<file path="config.mk">
export PLATFORM = sky130hd
export DESIGN_NAME = stcDemodTop
export DESIGN_NICKNAME = d
export VERILOG_FILES = /design/src/hw/stcPkg.sv /design/src/hw/axiLiteSlave.sv /design/src/hw/stcRegs.sv /design/src/hw/bitTimer.sv /design/src/hw/adcSlicer.sv /design/src/hw/dacChannel.sv /design/src/hw/stcDemodTop.sv
export SDC_FILE = /design/constraint.sdc
export NUM_CORES = 1
export LEC_CHECK = 0
export ABC_AREA = 1
export BUFFER_PORTS_ARGS = -buffer_cell sky130_fd_sc_hd__buf_2
export CORE_MARGIN = 2
export CORE_UTILIZATION = 35
export CTS_CLUSTER_SIZE = 20
export DETAILED_ROUTE_END_ITERATION = 8
export SLEW_MARGIN = 20
export SYNTH_ARGS = -nofsm -noshare
export SYNTH_HDL_FRONTEND = slang
export SYNTH_HIERARCHICAL = 1
export SYNTH_SLANG_ARGS = --single-unit
</file>
<file path="constraint.sdc">
create_clock -name clk -period 2.9 [get_ports clk]
set_input_delay 0.145 -clock clk [delete_from_list [all_inputs] [get_ports clk]]
set_output_delay 0.145 -clock clk [all_outputs]
set_load 0.01 [all_outputs]
</file>
<file path="src/hw/stcPkg.sv">
`default_nettype none

package stcPkg;

    // ************************************************************************
    // Register bus
    // ************************************************************************
    localparam int AddrWidth = 8;
    localparam int DataWidth = 32;

    localparam logic [1:0] RespOkay = 2'b00;

    // Byte offsets of the top register space
    localparam logic [AddrWidth-1:0] RegVersion      = 8'h00;
    localparam logic [AddrWidth-1:0] RegClocksPerBit = 8'h04;
    localparam logic [AddrWidth-1:0] RegDacSelect    = 8'h08;
    localparam logic [AddrWidth-1:0] RegTestLevel    = 8'h0C;
    localparam logic [AddrWidth-1:0] RegControl      = 8'h10;

    // ************************************************************************
    // Bit timing
    // ************************************************************************
    localparam int CpbWidth = 16;

    localparam logic [CpbWidth-1:0] ClocksPerBitReset = 16'd8;
    localparam logic [CpbWidth-1:0] MinClocksPerBit   = 16'd2;   // Shortest legal bit

    // ************************************************************************
    // Sample and DAC words
    // ************************************************************************
    typedef logic [13:0]        adcCode_t;  // Offset binary from the ADC
    typedef logic signed [17:0] sample_t;
    typedef logic [13:0]        dacCode_t;  // Offset binary to the DAC
    typedef logic [3:0]         dacSel_t;

    localparam dacSel_t DacSrcAdc  = 4'd0;
    localparam dacSel_t DacSrcTest = 4'd1;
    localparam dacSel_t DacSrcBits = 4'd2;

    // Square wave levels for the bit monitor
    localparam sample_t SampleMax = 18'sh1FFFF;
    localparam sample_t SampleMin = 18'sh20000;

endpackage

`default_nettype wire

</file>
<file path="src/hw/axiLiteSlave.sv">
`timescale 1ns/1ps
`default_nettype none

module axiLiteSlave (
    input  wire                              clk,
    input  wire                              rst,

    // Write address and data channels
    input  wire                              awvalid,
    output logic                             awready,
    input  wire  [stcPkg::AddrWidth-1:0]     awaddr,
    input  wire                              wvalid,
    output logic                             wready,
    input  wire  [stcPkg::DataWidth-1:0]     wdata,
    input  wire  [stcPkg::DataWidth/8-1:0]   wstrb,

    // Write response
    output logic                             bvalid,
    input  wire                              bready,
    output logic [1:0]                       bresp,

    // Read address and data channels
    input  wire                              arvalid,
    output logic                             arready,
    input  wire  [stcPkg::AddrWidth-1:0]     araddr,
    output logic                             rvalid,
    input  wire                              rready,
    output logic [stcPkg::DataWidth-1:0]     rdata,
    output logic [1:0]                       rresp,

    // Register bank side
    output logic                             regWrite,
    output logic                             regRead,
    output logic [stcPkg::AddrWidth-1:0]     regAddr,
    output logic [stcPkg::DataWidth-1:0]     regWdata,
    output logic [stcPkg::DataWidth/8-1:0]   regWstrb,
    input  wire  [stcPkg::DataWidth-1:0]     regRdata
);

    typedef enum logic [1:0] {
        idle,
        writeResp,
        readResp
    } state_t;

    state_t state;
    logic   writeReq;
    logic   writeAccept;
    logic   readAccept;

    // ************************************************************************
    // Request arbitration
    // ************************************************************************
    assign writeReq    = awvalid && wvalid;     // Both halves of a write present
    assign writeAccept = (state == idle) && writeReq;
    assign readAccept  = (state == idle) && arvalid && !writeReq;   // Write wins

    assign awready = writeAccept;
    assign wready  = writeAccept;
    assign arready = readAccept;

    // Single cycle strobes into the register bank
    assign regWrite = writeAccept;
    assign regRead  = readAccept;
    assign regAddr  = writeAccept ? awaddr : araddr;
    assign regWdata = wdata;
    assign regWstrb = wstrb;

    // ************************************************************************
    // Transaction FSM
    // ************************************************************************
    always_ff @(posedge clk) begin
        if (rst) begin
            state <= idle;
        end
        else begin
            case (state)
                idle: begin
                    if (writeAccept) begin
                        state <= writeResp;
                    end
                    else if (readAccept) begin
                        state <= readResp;
                    end
                end
                writeResp: begin
                    if (bready) begin
                        state <= idle;
                    end
                end
                readResp: begin
                    if (rready) begin
                        state <= idle;
                    end
                end
                default: begin
                    state <= idle;
                end
            endcase
        end
    end

    // Responses held until the master takes them
    assign bvalid = (state == writeResp);
    assign rvalid = (state == readResp);
    assign bresp  = stcPkg::RespOkay;
    assign rresp  = stcPkg::RespOkay;
    assign rdata  = regRdata;           // Captured by the bank on regRead

    // Read data must not move while the master stalls
    rdataHeld: assert property (
        @(posedge clk) disable iff (rst)
        rvalid && !rready |=> rvalid && $stable(rdata)
    );

endmodule

`default_nettype wire

</file>
<file path="src/hw/stcRegs.sv">
`timescale 1ns/1ps
`default_nettype none

module stcRegs #(
    parameter int VersionNumber = 643
) (
    input  wire                              clk,
    input  wire                              rst,
    input  wire                              regWrite,
    input  wire                              regRead,
    input  wire  [stcPkg::AddrWidth-1:0]     regAddr,
    input  wire  [stcPkg::DataWidth-1:0]     regWdata,
    input  wire  [stcPkg::DataWidth/8-1:0]   regWstrb,
    output logic [stcPkg::DataWidth-1:0]     regRdata,
    output logic [stcPkg::CpbWidth-1:0]      clocksPerBit,
    output logic                             spectrumInvert,
    output stcPkg::dacSel_t                  dac0Select,
    output stcPkg::dacSel_t                  dac1Select,
    output stcPkg::sample_t                  testLevel
);

    localparam int DW = stcPkg::DataWidth;

    logic [DW-1:0] curWord;
    logic [DW-1:0] mergedWord;

    // Replace only the enabled bytes of a word
    function automatic logic [DW-1:0] byteMerge(
        input logic [DW-1:0]   oldWord,
        input logic [DW-1:0]   newWord,
        input logic [DW/8-1:0] strb
    );
        logic [DW-1:0] merged;
        merged = oldWord;
        for (int i = 0; i < DW/8; i++) begin
            if (strb[i]) begin
                merged[8*i +: 8] = newWord[8*i +: 8];
            end
        end
        return merged;
    endfunction

    // ************************************************************************
    // Current register contents by offset
    // ************************************************************************
    always_comb begin
        case (regAddr)
            stcPkg::RegVersion:      curWord = {16'b0, 16'(VersionNumber)};
            stcPkg::RegClocksPerBit: curWord = {{(DW-stcPkg::CpbWidth){1'b0}}, clocksPerBit};
            stcPkg::RegDacSelect:    curWord = {24'b0, dac1Select, dac0Select};
            stcPkg::RegTestLevel:    curWord = {14'b0, testLevel};
            stcPkg::RegControl:      curWord = {31'b0, spectrumInvert};
            default:                 curWord = '0;      // Unmapped
        endcase
    end

    assign mergedWord = byteMerge(curWord, regWdata, regWstrb);

    // ************************************************************************
    // Writable registers
    // ************************************************************************
    always_ff @(posedge clk) begin
        if (rst) begin
            clocksPerBit   <= stcPkg::ClocksPerBitReset;
            dac0Select     <= stcPkg::DacSrcAdc;
            dac1Select     <= stcPkg::DacSrcAdc;
            testLevel      <= '0;
            spectrumInvert <= 1'b0;
        end
        else if (regWrite) begin
            case (regAddr)
                stcPkg::RegClocksPerBit: begin
                    clocksPerBit <= mergedWord[stcPkg::CpbWidth-1:0];
                end
                stcPkg::RegDacSelect: begin
                    dac0Select <= mergedWord[3:0];
                    dac1Select <= mergedWord[7:4];
                end
                stcPkg::RegTestLevel: begin
                    testLevel <= mergedWord[17:0];
                end
                stcPkg::RegControl: begin
                    spectrumInvert <= mergedWord[0];
                end
                default: begin
                    // Version and unmapped offsets ignore writes
                end
            endcase
        end
    end

    // Read data captured with the read strobe
    always_ff @(posedge clk) begin
        if (regRead) begin
            regRdata <= curWord;
        end
    end

endmodule

`default_nettype wire

</file>
<file path="src/hw/bitTimer.sv">
`timescale 1ns/1ps
`default_nettype none

module bitTimer (
    input  wire                              clk,
    input  wire                              rst,
    input  wire  [stcPkg::CpbWidth-1:0]      clocksPerBit,
    output logic                             bitStrobe,
    output logic                             halfStrobe
);

    logic [stcPkg::CpbWidth-1:0] period;
    logic [stcPkg::CpbWidth-1:0] halfPeriod;
    logic [stcPkg::CpbWidth-1:0] count;

    // Clamp short periods
    assign period = (clocksPerBit < stcPkg::MinClocksPerBit) ?
                    stcPkg::MinClocksPerBit : clocksPerBit;
    assign halfPeriod = period >> 1;    // Rounded down

    always_ff @(posedge clk) begin
        if (rst) begin
            count      <= '0;
            bitStrobe  <= 1'b0;
            halfStrobe <= 1'b0;
        end
        else begin
            // Also catches a count left above a newly shortened period
            if (count >= period - 1'b1) begin
                count <= '0;
            end
            else begin
                count <= count + 1'b1;
            end
            bitStrobe  <= (count >= period - 1'b1);
            halfStrobe <= (count == halfPeriod - 1'b1);
        end
    end

    countInRange: assert property (
        @(posedge clk) disable iff (rst)
        $stable(period) |-> count < period
    );

endmodule

`default_nettype wire

</file>
<file path="src/hw/adcSlicer.sv">
`timescale 1ns/1ps
`default_nettype none

module adcSlicer (
    input  wire                              clk,
    input  wire                              rst,
    input  wire  stcPkg::adcCode_t           adc,
    input  wire                              bitStrobe,
    input  wire                              halfStrobe,
    input  wire                              spectrumInvert,
    output stcPkg::sample_t                  sample,
    output logic                             bitOut,
    output logic                             chClk,
    output logic                             chData
);

    stcPkg::adcCode_t adcReg;

    // ************************************************************************
    // ADC reclock and conversion to signed
    // ************************************************************************
    always_ff @(posedge clk) begin
        if (rst) begin
            adcReg <= '0;
            sample <= '0;
        end
        else begin
            adcReg <= adc;                                      // Pin register
            sample <= {~adcReg[13], adcReg[12:0], 4'b0};        // Offset binary to 2s comp
        end
    end

    // ************************************************************************
    // Hard decision slicer and output clock
    // ************************************************************************
    always_ff @(posedge clk) begin
        if (rst) begin
            bitOut <= 1'b0;
            chClk  <= 1'b0;
        end
        else begin
            if (bitStrobe) begin
                bitOut <= ~sample[17] ^ spectrumInvert;  // One for zero and above
                chClk  <= 1'b1;
            end
            else if (halfStrobe) begin
                chClk <= 1'b0;      // Falling edge mid bit
            end
        end
    end

    // Data changes with the rising clock edge
    assign chData = bitOut;

endmodule

`default_nettype wire

</file>
<file path="src/hw/dacChannel.sv">
`timescale 1ns/1ps
`default_nettype none

module dacChannel (
    input  wire                              clk,
    input  wire                              rst,
    input  wire  stcPkg::dacSel_t            dacSelect,
    input  wire  stcPkg::sample_t            sample,
    input  wire  stcPkg::sample_t            testLevel,
    input  wire                              bitOut,
    output stcPkg::dacCode_t                 dac
);

    stcPkg::sample_t srcReg;

    // Source select
    always_ff @(posedge clk) begin
        if (rst) begin
            srcReg <= '0;
        end
        else begin
            case (dacSelect)
                stcPkg::DacSrcAdc:  srcReg <= sample;
                stcPkg::DacSrcTest: srcReg <= testLevel;
                stcPkg::DacSrcBits: srcReg <= bitOut ? stcPkg::SampleMax : stcPkg::SampleMin;
                default:            srcReg <= '0;
            endcase
        end
    end

    // Top 14 bits, back to offset binary
    always_ff @(posedge clk) begin
        if (rst) begin
            dac <= '0;
        end
        else begin
            dac <= {~srcReg[17], srcReg[16:4]};
        end
    end

    dacKnown: assert property (
        @(posedge clk) disable iff (rst)
        !$isunknown(dac)
    );

endmodule

`default_nettype wire

</file>
<file path="src/hw/stcDemodTop.sv">
`timescale 1ns/1ps
`default_nettype none

module stcDemodTop #(
    parameter int VersionNumber = 643
) (
    input  wire                              clk,
    input  wire                              rst,

    // AXI4-Lite slave
    input  wire                              awvalid,
    output logic                             awready,
    input  wire  [stcPkg::AddrWidth-1:0]     awaddr,
    input  wire                              wvalid,
    output logic                             wready,
    input  wire  [stcPkg::DataWidth-1:0]     wdata,
    input  wire  [stcPkg::DataWidth/8-1:0]   wstrb,
    output logic                             bvalid,
    input  wire                              bready,
    output logic [1:0]                       bresp,
    input  wire                              arvalid,
    output logic                             arready,
    input  wire  [stcPkg::AddrWidth-1:0]     araddr,
    output logic                             rvalid,
    input  wire                              rready,
    output logic [stcPkg::DataWidth-1:0]     rdata,
    output logic [1:0]                       rresp,

    // Sample path
    input  wire  stcPkg::adcCode_t           adc,
    output stcPkg::dacCode_t                 dac0,
    output stcPkg::dacCode_t                 dac1,
    output logic                             chClk,
    output logic                             chData
);

    logic                            regWrite;
    logic                            regRead;
    logic [stcPkg::AddrWidth-1:0]    regAddr;
    logic [stcPkg::DataWidth-1:0]    regWdata;
    logic [stcPkg::DataWidth/8-1:0]  regWstrb;
    logic [stcPkg::DataWidth-1:0]    regRdata;
    logic [stcPkg::CpbWidth-1:0]     clocksPerBit;
    logic                            spectrumInvert;
    stcPkg::dacSel_t                 dac0Select;
    stcPkg::dacSel_t                 dac1Select;
    stcPkg::sample_t                 testLevel;
    stcPkg::sample_t                 sample;
    logic                            bitStrobe;
    logic                            halfStrobe;
    logic                            bitOut;

    // ************************************************************************
    // Register access
    // ************************************************************************
    axiLiteSlave bus (
        .clk(clk), .rst(rst),
        .awvalid(awvalid), .awready(awready), .awaddr(awaddr),
        .wvalid(wvalid), .wready(wready), .wdata(wdata), .wstrb(wstrb),
        .bvalid(bvalid), .bready(bready), .bresp(bresp),
        .arvalid(arvalid), .arready(arready), .araddr(araddr),
        .rvalid(rvalid), .rready(rready), .rdata(rdata), .rresp(rresp),
        .regWrite(regWrite), .regRead(regRead), .regAddr(regAddr),
        .regWdata(regWdata), .regWstrb(regWstrb), .regRdata(regRdata)
    );

    stcRegs #(.VersionNumber(VersionNumber)) regs (
        .clk(clk), .rst(rst),
        .regWrite(regWrite), .regRead(regRead), .regAddr(regAddr),
        .regWdata(regWdata), .regWstrb(regWstrb), .regRdata(regRdata),
        .clocksPerBit(clocksPerBit), .spectrumInvert(spectrumInvert),
        .dac0Select(dac0Select), .dac1Select(dac1Select), .testLevel(testLevel)
    );

    // ************************************************************************
    // Bit timing, slicer and DAC monitors
    // ************************************************************************
    bitTimer timer (
        .clk(clk), .rst(rst), .clocksPerBit(clocksPerBit),
        .bitStrobe(bitStrobe), .halfStrobe(halfStrobe)
    );

    adcSlicer slicer (
        .clk(clk), .rst(rst), .adc(adc),
        .bitStrobe(bitStrobe), .halfStrobe(halfStrobe), .spectrumInvert(spectrumInvert),
        .sample(sample), .bitOut(bitOut), .chClk(chClk), .chData(chData)
    );

    dacChannel dac0Chan (
        .clk(clk), .rst(rst), .dacSelect(dac0Select),
        .sample(sample), .testLevel(testLevel), .bitOut(bitOut), .dac(dac0)
    );

    dacChannel dac1Chan (
        .clk(clk), .rst(rst), .dacSelect(dac1Select),
        .sample(sample), .testLevel(testLevel), .bitOut(bitOut), .dac(dac1)
    );

endmodule

`default_nettype wire

</file>
Yosys cells after proc, flatten, opt, wreduce, memory -nomap -nowiden
Index checks and enable logic that the tools add are counted.
{ "totals": {"ff_bits": 193, "out_inout_bits": 71, "elab_cells": 75} }
{ "op_classes": {"n_mux": 16, "n_lt_le_gt_ge": 2, "n_reduce_logical": 16, "n_addsub": 3, "n_eq_ne": 14, "bitwise": 5} }
{ "op_table": {"columns": ["operator", "n"], "rows": [
  ["one-hot mux 18 bit (3 select lines)", 2],
  ["one-hot mux 18 bit (5 select lines)", 1],
  ["two-way mux 8 bit", 3],
  ["two-way mux 18 bit", 1],
  ["adder 16 x 1 -> 16 bit (second input constant)", 1],
  ["equality test 16 bit", 1],
  ["equality test 8 x 4 -> 1 bit (second input constant)", 2],
  ["greater-or-equal comparator 16 bit", 1],
  ["less-than comparator 16 x 2 -> 1 bit (second input constant)", 1],
  ["two-way mux 16 bit", 1],
  ["subtractor 15 x 1 -> 16 bit (second input constant)", 1],
  ["subtractor 16 x 1 -> 16 bit (second input constant)", 1],
  ["two-way mux 2 bit", 5],
  ["equality test 4 x 1 -> 1 bit (second input constant)", 2],
  ["equality test 4 x 2 -> 1 bit (second input constant)", 2],
  ["equality test 8 x 3 -> 1 bit (second input constant)", 1],
  ["equality test 8 x 5 -> 1 bit (second input constant)", 1],
  ["logical NOT 4 bit", 2],
  ["logical NOT 8 bit", 1],
  ["AND reduction 2 bit", 4],
  ["one-hot mux 2 bit (3 select lines)", 1],
  ["logical AND 1 bit", 4],
  ["inequality test 2 x 1 -> 1 bit (second input constant)", 2],
  ["inverter 1 bit", 4],
  ["other kinds (10)", 11]
]} }

Logic depth before layout (Yosys ltp)
{ "logic_depth": {"ltp_word": 6, "depth_mapped": 24, "depth_no_buf": 23} }

Hierarchy
Netlist, hierarchy kept.
{ "by_module_without_submodules": {"columns": ["module", "seq_area_each_um2", "instances", "cells_each", "area_each_um2"], "rows": [
  ["stcRegs", 1401.3, 1, 388, 2982.9],
  ["dacChannel", 560.5, 2, 143, 1104.8],
  ["bitTimer", 360.3, 1, 289, 1985.7],
  ["adcSlicer", 600.6, 1, 106, 917.1],
  ["axiLiteSlave", 40.0, 1, 117, 782.0]
]} }

Worst setup path after synthesis
No wires, ideal clock.
{ "synth_timing": {"kind": "reg-to-reg", "from": "register regs/clocksPerBit[3] (netlist bit)", "to": "register timer/count[15] (netlist bit)", "stages_incl_launch_ff": 25, "path_slack_ps": -296, "path_buffers": 2, "required_ps": 2780, "period_less_slack_ps": 3196, "setup_time_ps": 120, "t_arrival_ps": 3075, "path_cell_list": "dfxtp_1 -> nor2_4 -> nand2_1 -> nor2_2 -> nand2_2 -> buf_6 -> nand2_1 -> inv_1 -> ha_1 -> nand2_1 -> nor2_2 -> inv_1 -> nor3_2 -> nand2_1 -> xnor2_1 -> inv_1 -> ha_1 -> nand2_1 -> inv_1 -> nand3_1 -> nor3_1 -> nand3_1 -> nand4_1 -> buf_2 -> a21oi_1"} }
{ "synth_via": {"elab_chain_len": 5} }
{ "synth_rtl": {"columns": ["element", "line", "text"], "rows": [
  ["start, declared", "stcRegs.sv:15", "output logic [stcPkg::CpbWidth-1:0] clocksPerBit,"],
  ["start signal, assigned", "stcRegs.sv:64", "clocksPerBit <= stcPkg::ClocksPerBitReset;"],
  ["start signal, assigned", "stcRegs.sv:73", "clocksPerBit <= mergedWord[stcPkg::CpbWidth-1:0];"],
  ["less-than comparator 16 x 2 -> 1 bit", "bitTimer.sv:17", "assign period = (clocksPerBit < stcPkg::MinClocksPerBit) ?"],
  ["two-way mux 16 bit (*)", "bitTimer.sv:17", null],
  ["subtractor 16 x 1 -> 16 bit (*)", "bitTimer.sv:29", "if (count >= period - 1'b1) begin"],
  ["greater-or-equal comparator 16 bit (*)", "bitTimer.sv:29", null],
  ["OR reduction 2 bit (no source line) (*)", null, null],
  ["end signal, assigned", "bitTimer.sv:33", "count <= count + 1'b1;"],
  ["end, declared", "bitTimer.sv:14", "logic [stcPkg::CpbWidth-1:0] count;"]
]} }
Mark *: on every way between the ends. The rest lies on a longest branch, timed or not.
A chain may end at the register's enable or synchronous reset.

Final worst setup path
{ "layout_timing": {"from": "register regs/clocksPerBit[10] (netlist bit)", "to": "register timer/count[15] (netlist bit)"} }
Same word-level chain as after synthesis.

==> flow_summary.ini <==
[setup_path]
cp.arrival_ns = 3.36
cp-start-kind = flip-flop
rrSetupSlack_ns = -0.1
critPathKind = reg2reg
crit_fanout = 8
crit_required_ns = 3.26
cp-end-kind = flip-flop

[clocking]
insertion_delay_ns = 0.43
clk_pin_slew_ns = 0.07
cts_tree = done
cts.sinks = 167
cts_buffers = 17
htree_levels = 4
root_buffer = clkbuf_16
clk_path_buf_depth = 2

[die]
die_area_um2 = 26220
die_h_um = 161.9
io_pins = 144
fp.dieW_um = 161.9
rows = 57
initial_core_util = 0.3580
core-area_um2 = 24390

[finish]
multiInputGateArea_um2 = 3910
post-route-util = 0.4255
fin_cells = 1607
fin_nets = 1363
n_fill_cell = 2521
drive_above_1_share = 0.2432
n_antenna_cell = 0
fin_area_um2 = 10380
seq_area_um2 = 3562
area_delta_synth_final_pct = 18.86

[drt]
routed_wl_um = 21090
ant_nets = 0
firstDrtPassIters = 6
drc = 0
viasPerCell = 4.597
drtIter0Drc = 548
vias = 7388
wl_per_cell_um = 13.12

[sta]
period_needed_ns = 2.997
setup_ws_ns = -0.09668
max_slew_margin = 0.5303
worst_pin_slew_ns = 0.7039
hold_viol = 0
fmax_ghz = 0.3337
rsz0062_at_grt = yes
period_share = 1.033
slew_viol_final = 0
skew_ns = 0.008634
setup_viol = 9

[worst_hold_path]
hold_class = in2reg

[power]
vdd_drop_max_v = 0.0002841
totalPowerFinal_uw = 5154
leakage_uw = 0.005074
pwr_density_cell_nw_per_um2 = 496.6

[synthesis]
synth_area_um2 = 8731
yosys_warnings = 6
syn_avg_cell_area_um2 = 7.488
netlist_instances = 1166

[run_status]
violations = negative setup slack
status = complete, but fails checks

[global_routing]
grt_pass1_vias = 6674
gr-usage-all-layers = 0.1624
grt_pass1_wl_um = 33700
antenna_found_initial = 0
gr-total-overflow = 0
grt_max_degree = 62

[placed_design]
dp_hpwl_um = 15880
dpl-instance-area_um2 = 9389
port_buffers = 110
place_congestion = 0.8588
placedCellCount = 1552
dp_slack_ns = -0.02580

[job]
drv_cap = 0
[cells in the final DEF (no fill, tap or decap), drive strengths merged, types with 9 or more instances in the layout]
cell and count:
conb 18, o21ai 36, inv 192, dfxtp 149, buf 164, nand3 163, xor2 23, clkbuf 18
nand4 10, ha 20, nor2 175, xnor2 9, a21oi 43, edfxtp 18, dlygate4sd3 17, nand2 192
[worst paths after layout]
path | startpoint | endpoint | depth (start not counted)
worst max-delay path | regs/clocksPerBit[10] | timer/count[15] | 20
worst min-delay path | wdata[15] | regs/testLevel[15] | 3
worst max register to register | regs/clocksPerBit[10] | timer/count[15] | 20
worst min register to register | dac1Chan/srcReg[17] | dac1Chan/dac[13] | 1
[power breakdown]
group          internal (uW)  total [uW]  switching, uW  leakage (uW)
combinational            142         371            229       0.00337
clock                   1210        2370           1160      0.000306
sequential              2380        2410           29.9       0.00140
[critical path: stages (launching register included)]
cell       delay [ns]
dfxtp_4          0.35
nor2_4           0.12
nand2_2          0.08
nor2_4           0.14
nand2_4          0.08
nand2_4          0.07
inv_4            0.04
ha_2             0.16
nand3_2          0.08
nand2_2          0.08
nor2_4           0.13
nand3_1          0.09
xor2_1           0.15
ha_1             0.30
a21oi_1          0.14
o21ai_0          0.13
a21oi_2          0.16
nand4_1          0.19
buf_4            0.20
clkbuf_16        0.15
a21oi_2          0.09
[area by class of cell]
cell class	count	share of cell area
Clock buffer	17	0.04099
Clock inverter	15	0.02038
Inverter	183	0.06667
Multi-Input combinational cell	719	0.3768
Sequential cell	167	0.3433
Tap cell	324	0.03906
Timing Repair Buffer	182	0.1129
[repair_timing]
item                                    CTS  global route
buffers inserted                          0             5
endpoints found under the hold margin    16             0
hold buffers                             17             0
gates resized for setup                   0            31
gates cloned                              0             1
pin swaps                                 1            17
endpoints found under the setup margin   15            17
[registers in the layout (all words and copies together) (netlist names), 4 cells and up]
name	flops
regs/regRdata	18
dac0Chan/dac	14
slicer/sample	14
timer/count	16
dac1Chan/dac	14
dac1Chan/srcReg	14
regs/dac1Select	4
regs/dac0Select	4
regs/testLevel	18
regs/clocksPerBit	16
slicer/adcReg	14
dac0Chan/srcReg	14
[per-layer routing]
metal,track usage,routed length (um)
met5,0,0
met1,0.2224,9777
met3,0.02835,1296
met2,0.2636,9719
met4,0.04545,293
[stage by stage]
stage	hold slack (ns)	setup TNS [ns]
5_1_grt	0.05338	-3.253
2_1_floorplan	0.2141	-0.5215
3_5_place_dp	0.3535	-0.07925
6_report	0.04481	-0.6763
4_1_cts	0.01866	-0.5183
3_3_place_gp	0.3490	0
Power figures use the tool's default switching activity.
